## config.mk

```make
export PLATFORM = sky130hd
export DESIGN_NAME = lcd_subsys_top
export DESIGN_NICKNAME = d
export VERILOG_FILES = /design/src/verilog/axil_pkg.sv /design/src/verilog/lcd_pkg.sv /design/src/verilog/lcd_axil_regs.sv /design/src/verilog/lcd_cmd_fifo.sv /design/src/verilog/lcd_ctrl.sv /design/src/verilog/lcd_subsys_top.sv
export SDC_FILE = /design/constraint.sdc
export NUM_CORES = 1
export LEC_CHECK = 0
export ABC_AREA = 1
export BUFFER_PORTS_ARGS = -buffer_cell sky130_fd_sc_hd__buf_2
export CAP_MARGIN = 0
export CORE_ASPECT_RATIO = 0.5
export CORE_UTILIZATION = 55
export CTS_CLUSTER_DIAMETER = 100
export DETAILED_ROUTE_END_ITERATION = 8
export HOLD_SLACK_MARGIN = 0.06
export PLACE_DENSITY = 0.84
export SYNTH_ARGS = -nofsm -noshare
export SYNTH_HDL_FRONTEND = slang
export SYNTH_HIERARCHICAL = 1
export SYNTH_SLANG_ARGS = --single-unit
```

## constraint.sdc

```tcl
create_clock -name clk -period 7.5 [get_ports clk]
set_input_delay 0.75 -clock clk [delete_from_list [all_inputs] [get_ports clk]]
set_output_delay 0.75 -clock clk [all_outputs]
set_load 0.01 [all_outputs]
```

## src/verilog/axil_pkg.sv

```systemverilog
`default_nettype none

package axil_pkg;

	typedef enum logic [1:0] {
		resp_okay   = 2'b00,
		resp_slverr = 2'b10
	} axil_resp_t;

	localparam int addr_w = 4;
	localparam int data_w = 32;

	// register map
	localparam logic [addr_w-1:0] reg_ctrl   = 4'h0;   // cfg[6:0], start[8]
	localparam logic [addr_w-1:0] reg_cmd    = 4'h4;   // one bus word, write only
	localparam logic [addr_w-1:0] reg_status = 4'h8;   // read only

endpackage

`default_nettype wire

```

## src/verilog/lcd_pkg.sv

```systemverilog
`default_nettype none

package lcd_pkg;

	// timing engine states
	typedef enum logic [1:0] {
		st_power_up,
		st_init,
		st_idle,
		st_pulse
	} lcd_state_t;

	// bus word is {rs, rw, data[7:0]}
	localparam int word_w      = 10;
	localparam int word_rs_bit = 9;
	localparam int word_rw_bit = 8;

	// config is {lines, font, display on, cursor, blink, inc_dec, shift}
	localparam int cfg_w       = 7;
	localparam int cfg_lines   = 6;
	localparam int cfg_font    = 5;
	localparam int cfg_disp    = 4;
	localparam int cfg_cursor  = 3;
	localparam int cfg_blink   = 2;
	localparam int cfg_inc_dec = 1;
	localparam int cfg_shift   = 0;

	localparam logic [7:0] cmd_clear = 8'h01;   // display clear

	// all times in microseconds
	localparam int t_power_up  = 500;
	localparam int t_step      = 10;   // e high per init command
	localparam int t_gap       = 50;
	localparam int t_clear_gap = 200;
	localparam int t_entry_gap = 100;
	localparam int t_word      = 50;   // pop to pop for queued words
	localparam int t_e_lead    = 1;
	localparam int t_e_high    = 13;

endpackage

`default_nettype wire

```

## src/verilog/lcd_axil_regs.sv

```systemverilog
`timescale 1ns/1ps
`default_nettype none

module lcd_axil_regs #(
	parameter int fifo_depth = 8
) (
	input  logic                                clk,
	input  logic                                rst_n,
	input  logic [axil_pkg::addr_w-1:0]         awaddr,
	input  logic                                awvalid,
	output logic                                awready,
	input  logic [axil_pkg::data_w-1:0]         wdata,
	input  logic [axil_pkg::data_w/8-1:0]       wstrb,
	input  logic                                wvalid,
	output logic                                wready,
	output axil_pkg::axil_resp_t                bresp,
	output logic                                bvalid,
	input  logic                                bready,
	input  logic [axil_pkg::addr_w-1:0]         araddr,
	input  logic                                arvalid,
	output logic                                arready,
	output logic [axil_pkg::data_w-1:0]         rdata,
	output axil_pkg::axil_resp_t                rresp,
	output logic                                rvalid,
	input  logic                                rready,
	output logic                                push,
	output logic [lcd_pkg::word_w-1:0]          push_word,
	input  logic                                full,
	input  logic [7:0]                          level,
	output logic                                start,
	output logic [lcd_pkg::cfg_w-1:0]           cfg,
	input  logic                                busy,
	input  logic                                init_done
);
	import axil_pkg::*;
	import lcd_pkg::*;

	logic                  aw_held;   // address taken, waiting for data
	logic                  w_held;
	logic [addr_w-1:0]     awaddr_q;
	logic [data_w-1:0]     wdata_q;
	logic [data_w/8-1:0]   wstrb_q;
	logic                  aw_hs;
	logic                  w_hs;
	logic                  ar_hs;
	logic                  wr_fire;
	logic [addr_w-1:0]     wr_addr;
	logic [data_w-1:0]     wr_data;
	logic [data_w/8-1:0]   wr_strb;
	logic                  ctrl_wr;
	logic                  cmd_wr;
	logic                  cmd_ok;
	logic                  started;
	axil_resp_t            wr_resp;
	logic [data_w-1:0]     status_word;

	assign aw_hs   = awvalid && awready;
	assign w_hs    = wvalid && wready;
	assign ar_hs   = arvalid && arready;
	assign wr_fire = (aw_held || aw_hs) && (w_held || w_hs) && !bvalid;

	always_comb begin
		wr_addr = aw_held ? awaddr_q : awaddr;   // same cycle or held
		wr_data = w_held ? wdata_q : wdata;
		wr_strb = w_held ? wstrb_q : wstrb;
		ctrl_wr = wr_fire && (wr_addr == reg_ctrl);
		cmd_wr  = wr_fire && (wr_addr == reg_cmd);
		cmd_ok  = (wr_strb[1:0] == 2'b11) && !full;   // partial word is rejected
		push      = cmd_wr && cmd_ok;
		push_word = wr_data[word_w-1:0];
		if (wr_addr == reg_ctrl)
			wr_resp = resp_okay;
		else if ((wr_addr == reg_cmd) && cmd_ok)
			wr_resp = resp_okay;
		else
			wr_resp = resp_slverr;   // full fifo, status or unmapped
	end

	always_comb begin
		status_word        = '0;
		status_word[0]     = busy;
		status_word[1]     = init_done;
		status_word[2]     = full;
		status_word[11:4]  = level;
	end

	// write channel
	always_ff @(posedge clk) begin
		if (!rst_n) begin
			awready <= 1'b0;
			wready  <= 1'b0;
			aw_held <= 1'b0;
			w_held  <= 1'b0;
			bvalid  <= 1'b0;
			start   <= 1'b0;
			started <= 1'b0;
			cfg     <= '0;
		end else begin
			start <= 1'b0;
			if (awready)
				awready <= 1'b0;   // handshake done this cycle
			else
				awready <= awvalid && !aw_held && !bvalid;
			if (wready)
				wready <= 1'b0;
			else
				wready <= wvalid && !w_held && !bvalid;
			aw_held <= (aw_held || aw_hs) && !wr_fire;
			w_held  <= (w_held || w_hs) && !wr_fire;
			if (bvalid && bready)
				bvalid <= 1'b0;
			else if (wr_fire)
				bvalid <= 1'b1;
			if (ctrl_wr) begin
				if (wr_strb[0])
					cfg <= wr_data[cfg_w-1:0];
				if (wr_strb[1] && wr_data[8] && !started) begin
					start   <= 1'b1;   // one pulse per reset
					started <= 1'b1;
				end
			end
		end
	end

	always_ff @(posedge clk) begin
		if (aw_hs)
			awaddr_q <= awaddr;
		if (w_hs) begin
			wdata_q <= wdata;
			wstrb_q <= wstrb;
		end
		if (wr_fire)
			bresp <= wr_resp;
	end

	// read channel
	always_ff @(posedge clk) begin
		if (!rst_n) begin
			arready <= 1'b0;
			rvalid  <= 1'b0;
		end else begin
			if (arready)
				arready <= 1'b0;
			else
				arready <= arvalid && !rvalid;
			if (ar_hs)
				rvalid <= 1'b1;
			else if (rready)
				rvalid <= 1'b0;
		end
	end

	always_ff @(posedge clk) begin
		if (ar_hs) begin
			case (araddr)
				reg_ctrl: begin
					rdata <= data_w'({started, 1'b0, cfg});
					rresp <= resp_okay;
				end
				reg_status: begin
					rdata <= status_word;
					rresp <= resp_okay;
				end
				default: begin
					rdata <= '0;   // cmd is write only
					rresp <= resp_slverr;
				end
			endcase
		end
	end

endmodule

`default_nettype wire

```

## src/verilog/lcd_cmd_fifo.sv

```systemverilog
`timescale 1ns/1ps
`default_nettype none

module lcd_cmd_fifo #(
	parameter int fifo_depth = 8
) (
	input  logic                        clk,
	input  logic                        rst_n,
	input  logic                        push,
	input  logic [lcd_pkg::word_w-1:0]  push_word,
	input  logic                        pop,
	output logic                        valid,
	output logic [lcd_pkg::word_w-1:0]  head_word,
	output logic                        full,
	output logic [7:0]                  level
);
	import lcd_pkg::*;

	localparam int ptr_w = (fifo_depth > 1) ? $clog2(fifo_depth) : 1;
	localparam logic [ptr_w-1:0] ptr_last = ptr_w'(fifo_depth - 1);

	logic [word_w-1:0] mem [fifo_depth];
	logic [ptr_w-1:0]  wr_ptr;
	logic [ptr_w-1:0]  rd_ptr;
	logic              do_push;
	logic              do_pop;

	assign valid     = (level != 8'd0);
	assign full      = (level == 8'(fifo_depth));
	assign head_word = mem[rd_ptr];   // first word fall through
	assign do_pop    = pop && valid;
	assign do_push   = push && (!full || do_pop);   // pop frees a slot when full

	always_ff @(posedge clk) begin
		if (!rst_n) begin
			wr_ptr <= '0;
			rd_ptr <= '0;
			level  <= 8'd0;
		end else begin
			if (do_push)
				wr_ptr <= (wr_ptr == ptr_last) ? '0 : wr_ptr + 1'b1;
			if (do_pop)
				rd_ptr <= (rd_ptr == ptr_last) ? '0 : rd_ptr + 1'b1;
			case ({do_push, do_pop})
				2'b10:   level <= level + 8'd1;
				2'b01:   level <= level - 8'd1;
				default: level <= level;   // none, or both
			endcase
		end
	end

	always_ff @(posedge clk) begin
		if (do_push)
			mem[wr_ptr] <= push_word;
	end

endmodule

`default_nettype wire

```

## src/verilog/lcd_ctrl.sv

```systemverilog
`timescale 1ns/1ps
`default_nettype none

module lcd_ctrl #(
	parameter int clk_per_us = 15
) (
	input  logic                        clk,
	input  logic                        rst_n,
	input  logic                        start,
	input  logic [lcd_pkg::cfg_w-1:0]   cfg,
	input  logic                        valid,
	input  logic [lcd_pkg::word_w-1:0]  head_word,
	output logic                        pop,
	output logic                        busy,
	output logic                        init_done,
	output logic                        e,
	output logic                        rs,
	output logic                        rw,
	output logic [7:0]                  lcd_data
);
	import lcd_pkg::*;

	localparam int pwr_cyc = t_power_up * clk_per_us;
	localparam int cnt_w   = $clog2(pwr_cyc + 1);   // power-up is the longest wait

	localparam logic [cnt_w-1:0] pwr_last   = cnt_w'(pwr_cyc - 1);
	localparam logic [cnt_w-1:0] step_cyc   = cnt_w'(t_step * clk_per_us);
	// end of each init phase, counted from the first function set cycle
	localparam logic [cnt_w-1:0] fs_end     = step_cyc;
	localparam logic [cnt_w-1:0] fs_gap_end = fs_end + cnt_w'(t_gap * clk_per_us);
	localparam logic [cnt_w-1:0] dc_end     = fs_gap_end + step_cyc;
	localparam logic [cnt_w-1:0] dc_gap_end = dc_end + cnt_w'(t_gap * clk_per_us);
	localparam logic [cnt_w-1:0] cl_end     = dc_gap_end + step_cyc;
	localparam logic [cnt_w-1:0] cl_gap_end = cl_end + cnt_w'(t_clear_gap * clk_per_us);
	localparam logic [cnt_w-1:0] em_end     = cl_gap_end + step_cyc;
	localparam logic [cnt_w-1:0] init_last  = em_end + cnt_w'(t_entry_gap * clk_per_us - 1);
	// per word enable window
	localparam logic [cnt_w-1:0] lead_cyc   = cnt_w'(t_e_lead * clk_per_us);
	localparam logic [cnt_w-1:0] high_end   = cnt_w'((t_e_lead + t_e_high) * clk_per_us);
	localparam logic [cnt_w-1:0] word_last  = cnt_w'(t_word * clk_per_us - 2);

	lcd_state_t        state;
	logic [cnt_w-1:0]  cnt;
	logic [cnt_w-1:0]  cnt_inc;
	logic [cnt_w-1:0]  seq_pos;    // init position of the next cycle
	logic              pwr_run;    // power-up wait running
	logic [cfg_w-1:0]  cfg_q;
	logic              init_e;
	logic [7:0]        init_byte;
	logic              pulse_e;

	assign pop  = (state == st_idle) && valid;
	assign busy = (state != st_idle);

	always_comb begin
		cnt_inc   = cnt + 1'b1;
		seq_pos   = (state == st_init) ? cnt_inc : '0;
		init_e    = 1'b0;
		init_byte = 8'h00;
		if (seq_pos < fs_end) begin
			init_e    = 1'b1;   // function set
			init_byte = {4'b0011, cfg_q[cfg_lines], cfg_q[cfg_font], 2'b00};
		end else if (seq_pos < fs_gap_end) begin
			init_e = 1'b0;
		end else if (seq_pos < dc_end) begin
			init_e    = 1'b1;   // display on/off control
			init_byte = {5'b00001, cfg_q[cfg_disp], cfg_q[cfg_cursor], cfg_q[cfg_blink]};
		end else if (seq_pos < dc_gap_end) begin
			init_e = 1'b0;
		end else if (seq_pos < cl_end) begin
			init_e    = 1'b1;
			init_byte = cmd_clear;
		end else if (seq_pos < cl_gap_end) begin
			init_e = 1'b0;
		end else if (seq_pos < em_end) begin
			init_e    = 1'b1;   // entry mode set
			init_byte = {6'b000001, cfg_q[cfg_inc_dec], cfg_q[cfg_shift]};
		end
		pulse_e = (cnt_inc >= lead_cyc) && (cnt_inc < high_end);
	end

	always_ff @(posedge clk) begin
		if (!rst_n) begin
			state     <= st_power_up;
			cnt       <= '0;
			pwr_run   <= 1'b0;
			init_done <= 1'b0;
			e         <= 1'b0;
			rs        <= 1'b0;
			rw        <= 1'b0;
			lcd_data  <= 8'h00;
		end else begin
			case (state)
				st_power_up: begin
					if (!pwr_run) begin
						pwr_run <= start;
						cnt     <= '0;
					end else if (cnt == pwr_last) begin
						state    <= st_init;
						cnt      <= '0;
						e        <= init_e;   // first function set cycle
						lcd_data <= init_byte;
					end else begin
						cnt <= cnt_inc;
					end
				end
				st_init: begin
					if (cnt == init_last) begin
						state     <= st_idle;
						cnt       <= '0;
						init_done <= 1'b1;
						e         <= 1'b0;
						lcd_data  <= 8'h00;
					end else begin
						cnt      <= cnt_inc;
						e        <= init_e;
						lcd_data <= init_byte;
					end
				end
				st_idle: begin
					cnt <= '0;
					e   <= 1'b0;
					if (valid) begin
						state    <= st_pulse;   // word popped this cycle
						rs       <= head_word[word_rs_bit];
						rw       <= head_word[word_rw_bit];
						lcd_data <= head_word[7:0];
					end else begin
						rs       <= 1'b0;
						rw       <= 1'b0;
						lcd_data <= 8'h00;
					end
				end
				st_pulse: begin
					if (cnt == word_last) begin
						state <= st_idle;
						cnt   <= '0;
						e     <= 1'b0;
					end else begin
						cnt <= cnt_inc;
						e   <= pulse_e;
					end
				end
				default: state <= st_power_up;
			endcase
		end
	end

	// config sampled when start arrives
	always_ff @(posedge clk) begin
		if ((state == st_power_up) && !pwr_run && start)
			cfg_q <= cfg;
	end

endmodule

`default_nettype wire

```

## src/verilog/lcd_subsys_top.sv

```systemverilog
`timescale 1ns/1ps
`default_nettype none

module lcd_subsys_top #(
	parameter int clk_per_us = 15,
	parameter int fifo_depth = 8
) (
	input  logic                           clk,
	input  logic                           rst_n,
	input  logic [axil_pkg::addr_w-1:0]    awaddr,
	input  logic                           awvalid,
	output logic                           awready,
	input  logic [axil_pkg::data_w-1:0]    wdata,
	input  logic [axil_pkg::data_w/8-1:0]  wstrb,
	input  logic                           wvalid,
	output logic                           wready,
	output axil_pkg::axil_resp_t           bresp,
	output logic                           bvalid,
	input  logic                           bready,
	input  logic [axil_pkg::addr_w-1:0]    araddr,
	input  logic                           arvalid,
	output logic                           arready,
	output logic [axil_pkg::data_w-1:0]    rdata,
	output axil_pkg::axil_resp_t           rresp,
	output logic                           rvalid,
	input  logic                           rready,
	output logic                           e,
	output logic                           rs,
	output logic                           rw,
	output logic [7:0]                     lcd_data
);
	import lcd_pkg::*;

	logic              push;
	logic [word_w-1:0] push_word;
	logic              full;
	logic [7:0]        level;
	logic              valid;
	logic [word_w-1:0] head_word;
	logic              pop;
	logic              start;
	logic [cfg_w-1:0]  cfg;
	logic              busy;
	logic              init_done;

	lcd_axil_regs #(
		.fifo_depth (fifo_depth)
	) u_regs (
		.clk       (clk),
		.rst_n     (rst_n),
		.awaddr    (awaddr),
		.awvalid   (awvalid),
		.awready   (awready),
		.wdata     (wdata),
		.wstrb     (wstrb),
		.wvalid    (wvalid),
		.wready    (wready),
		.bresp     (bresp),
		.bvalid    (bvalid),
		.bready    (bready),
		.araddr    (araddr),
		.arvalid   (arvalid),
		.arready   (arready),
		.rdata     (rdata),
		.rresp     (rresp),
		.rvalid    (rvalid),
		.rready    (rready),
		.push      (push),
		.push_word (push_word),
		.full      (full),
		.level     (level),
		.start     (start),
		.cfg       (cfg),
		.busy      (busy),
		.init_done (init_done)
	);

	lcd_cmd_fifo #(
		.fifo_depth (fifo_depth)
	) u_fifo (
		.clk       (clk),
		.rst_n     (rst_n),
		.push      (push),
		.push_word (push_word),
		.pop       (pop),
		.valid     (valid),
		.head_word (head_word),
		.full      (full),
		.level     (level)
	);

	lcd_ctrl #(
		.clk_per_us (clk_per_us)
	) u_ctrl (
		.clk       (clk),
		.rst_n     (rst_n),
		.start     (start),
		.cfg       (cfg),
		.valid     (valid),
		.head_word (head_word),
		.pop       (pop),
		.busy      (busy),
		.init_done (init_done),
		.e         (e),
		.rs        (rs),
		.rw        (rw),
		.lcd_data  (lcd_data)
	);

endmodule

`default_nettype wire
```

==> flow_summary.ini <==
[critical_path]
crit_fanout = 13
path_class = input pin to flop
crit_path_top_delay_cell = nor4_2
worst_setup_path_start_kind = input pin
slowest_delay_ns = 0.45
crit_path_end_kind = flop
timing.critical_path.buf_inv = 5
crit_top_cell = inv_1
cp_cell_sequence = buf_2 > nand2_1 > inv_1 > nor2_1 > nor2_4 > inv_1 > nor4_2 > inv_1 > nand3_2 > inv_1 > ha_1 > or2_2 > nand2_1 > o21ai_0 > xor2_1 > nor2_1 > nor2_1
cp.required_ns = 7.83
cp_top_family = simple AND/OR/NAND/NOR gates
crit_arrival_ns = 3.98

[sta]
setup_viol = 0
finalSetupTns_ns = 0
period_needed_ns = 3.65
holdWs_ns = 0.448
min_period_over_period_pct = 48.7
maxSlewViolCount = 0
rsz0062_at_grt = no
slew_headroom_pct = 13.7
skew_ns = 0.0107
tightest_slew_ns = 1.29
fmax_ghz = 0.274
hold_violations = 0

[clock_network]
cts_tree = yes
ctsResizeCount = 0
cts-root-buf = clkbuf_16
clock_latency_ns = 0.43
holdBufCountCts = 0
cts_setup_buffers = 0
cts_inserted_buffers = 17
h-tree-depth = 4
cts.clk_slew.worst_paths_ns = 0.07
clk_path_buf_depth = 2
clock-sinks = 178

[drt]
routed_wl_mm = 19.3
via_count = 6790
wl_per_cell_microns = 15.8
drc = 13
drtPass1Iterations = 8
ant_nets = 0
drtIter0Drc = 750
viasPerCell = 5.57

[floorplan]
initial_core_util_pct = 58.1
core_sq_mm = 0.0149
fp.dieArea_sq_mm = 0.0163
dieWidth_microns = 179
die_h_microns = 90.7
boundaryPins = 103
rows = 31

[grt]
grt.overflow.total = 0
grt_util_all_layers_pct = 25.0
grt_pass1_vias = 6362
antenna_found_initial = 0
grt_max_degree = 42
grt_pass1_wl_mm = 31.2

[status]
status = finished with violations
violations = DRC

[synthesis]
ys.warnings.count = 6
syn_avg_cell_area_sq_um = 9.05
synthTopCellsByCount = 174 x nand2_1, 159 x nor2_1, 117 x edfxtp_1, 95 x inv_1, 61 x dfxtp_1
synth_area_leaders = edfxtp_1 41%, dfxtp_1 14%, nand2_1 7.6%
synth-simple-area-share_pct = 25.9
yosysUniqueCellTypes = 47
synth-seq-cells = 178
ys_async_sr_fraction_pct = 0
synth_xor_area_share_pct = 0.506
synth_area_leader_cell = edfxtp_1
synth_area_sq_mm = 0.00865
yosys.area.top_type_share_pct = 40.6
synth_compound_area_share_pct = 8.06
synthFlopType = edfxtp_1
synthAdderAreaFrac_pct = 2.84
synth_top_family_by_area = simple AND/OR/NAND/NOR gates
synth-edff-count = 117
synth.area.mux_share_pct = 0
syn-instance-count = 955
ys_seq_area_share_pct = 54.8
synth_most_common_cell = nand2_1

[final_layout]
fillers = 1121
nNetsFinal = 1079
multiInputGateArea_sq_mm = 0.00330
diodes = 0
drive_above_1_share_pct = 16.1
area.sequential_sq_mm = 0.00473
synthToLayoutAreaGrowth_pct = 11.1

[run]
maxCapViolCount = 0

[power_and_ir_drop]
p_sw_uw = 556
p_per_area_mw_per_mm2 = 228
pwr-share-seq_pct = 49.5
p_leak_nw = 3.96
power.combinational.fraction_pct = 8.6
internal-power_mw = 1.64
swShare_pct = 25.4
total_power_mw = 2.19
ir_drop_uv = 150
p_clk_share_pct = 41.9

[min_path]
min_path_type = flop to flop

[placement]
port_buffers = 56
dp_hpwl_mm = 13.2
gp_congestion = 0.899
## metrics by stage
step / utilization, % / setup WS (ns) / cells / cell area (sq um)
CTS: 64.5 / 3.86 / 1220 / 9610
global placement: 60.4 / 3.51 / 1188 / 8990
detailed placement: 60.4 / 3.43 / 1188 / 8990
floorplan: - / 3.97 / 976 / 8730
global route: 64.5 / 3.55 / 1220 / 9610
finish: 64.5 / 3.85 / 1220 / 9610
## placed cells by master (no fill, tap or decap), types with 3 or more instances in the layout
cell       Yosys  layout
inv_1         95      95
nand4_1       16      16
inv_8          0       3
a21oi_1       27      27
nand3_2        6       6
edfxtp_1     117     117
nor2_4         5       5
dfxtp_1       61      61
inv_6          0       5
clkbuf_16      0      17
o32ai_1       20      20
xor2_1         3       3
o21ai_0       56      56
conb_1         1      22
o21ai_1        6       6
or2_2          6       6
nand2_1      174     174
nand2_2       21      21
nand3_1       47      47
nand2_4        6       6
nor3_1        17      17
buf_2          6      56
nor2_1       159     159
inv_2         12      12
ha_1          18      18
nor2_2        11      11
## cell families after synthesis
| logic type | Yosys count |
|---|---|
| AOI/OAI and AO/OA | 119 |
| xor gates and xnor gates | 5 |
| adders and majority gates | 19 |
| buffers and inverters | 153 |
| DFF | 178 |
| other | 1 |
| and+or+nand+nor | 480 |
## flip-flops by register name (all words and copies together), names as in the netlist, 2 cells and up, named ones only
name	cells
u_ctrl/cnt	13
u_regs/awaddr_q	4
u_fifo/rd_ptr	3
u_fifo/mem	80
u_fifo/wr_ptr	3
u_regs/cfg	7
u_fifo/level	8
u_regs/wstrb_q	2
u_ctrl/state	2
u_regs/rdata	12
u_regs/wdata_q	10
u_ctrl/cfg_q	7
u_ctrl/lcd_data	8
## worst paths after layout
check | slack (ns) | end | startpoint | cells past startpoint
min reg2reg | 0.45 | u_regs/arready$_SDFF_PP0_ | u_regs/arready$_SDFF_PP0_ | 1
min | 0.45 | u_regs/arready$_SDFF_PP0_ | u_regs/arready$_SDFF_PP0_ | 1
max reg2reg | 3.88 | u_fifo/level[5]$_SDFFE_PN0P_ | u_regs/wready$_SDFF_PP0_ | 16
max | 3.85 | u_fifo/level[5]$_SDFFE_PN0P_ | wvalid | 17
## power groups by stage
stage                     registers, mW  clock network, mW  logic, mW
after floorplan                    1.11                  0      0.130
after global placement             1.11                  0      0.179
after detailed placement           1.11                  0      0.184
after CTS                          1.09              0.925      0.185
after global routing               1.09              0.965      0.212
final                              1.09              0.918      0.188
## metal layers
metal | global-route usage (%) | share of wire, % | vias to the layer above
li1 | - | - | 3257
met1 | 32.9 | 43 | 3175
met2 | 41.5 | 48 | 325
met3 | 4.42 | 7.6 | 33
met4 | 8.75 | 1.7 | 0
met5 | 0 | 0 | -
## final cells by class
cell class | instances | area share, %
sequential | 178 | 49.3
multi-input combinational | 645 | 34.4
clock buffer | 17 | 4.43
inverter | 109 | 4.26
timing repair buffer | 58 | 3.07
tap | 198 | 2.58
clock inverter | 15 | 2.01
No activity file was read; power rests on OpenSTA's default activity.
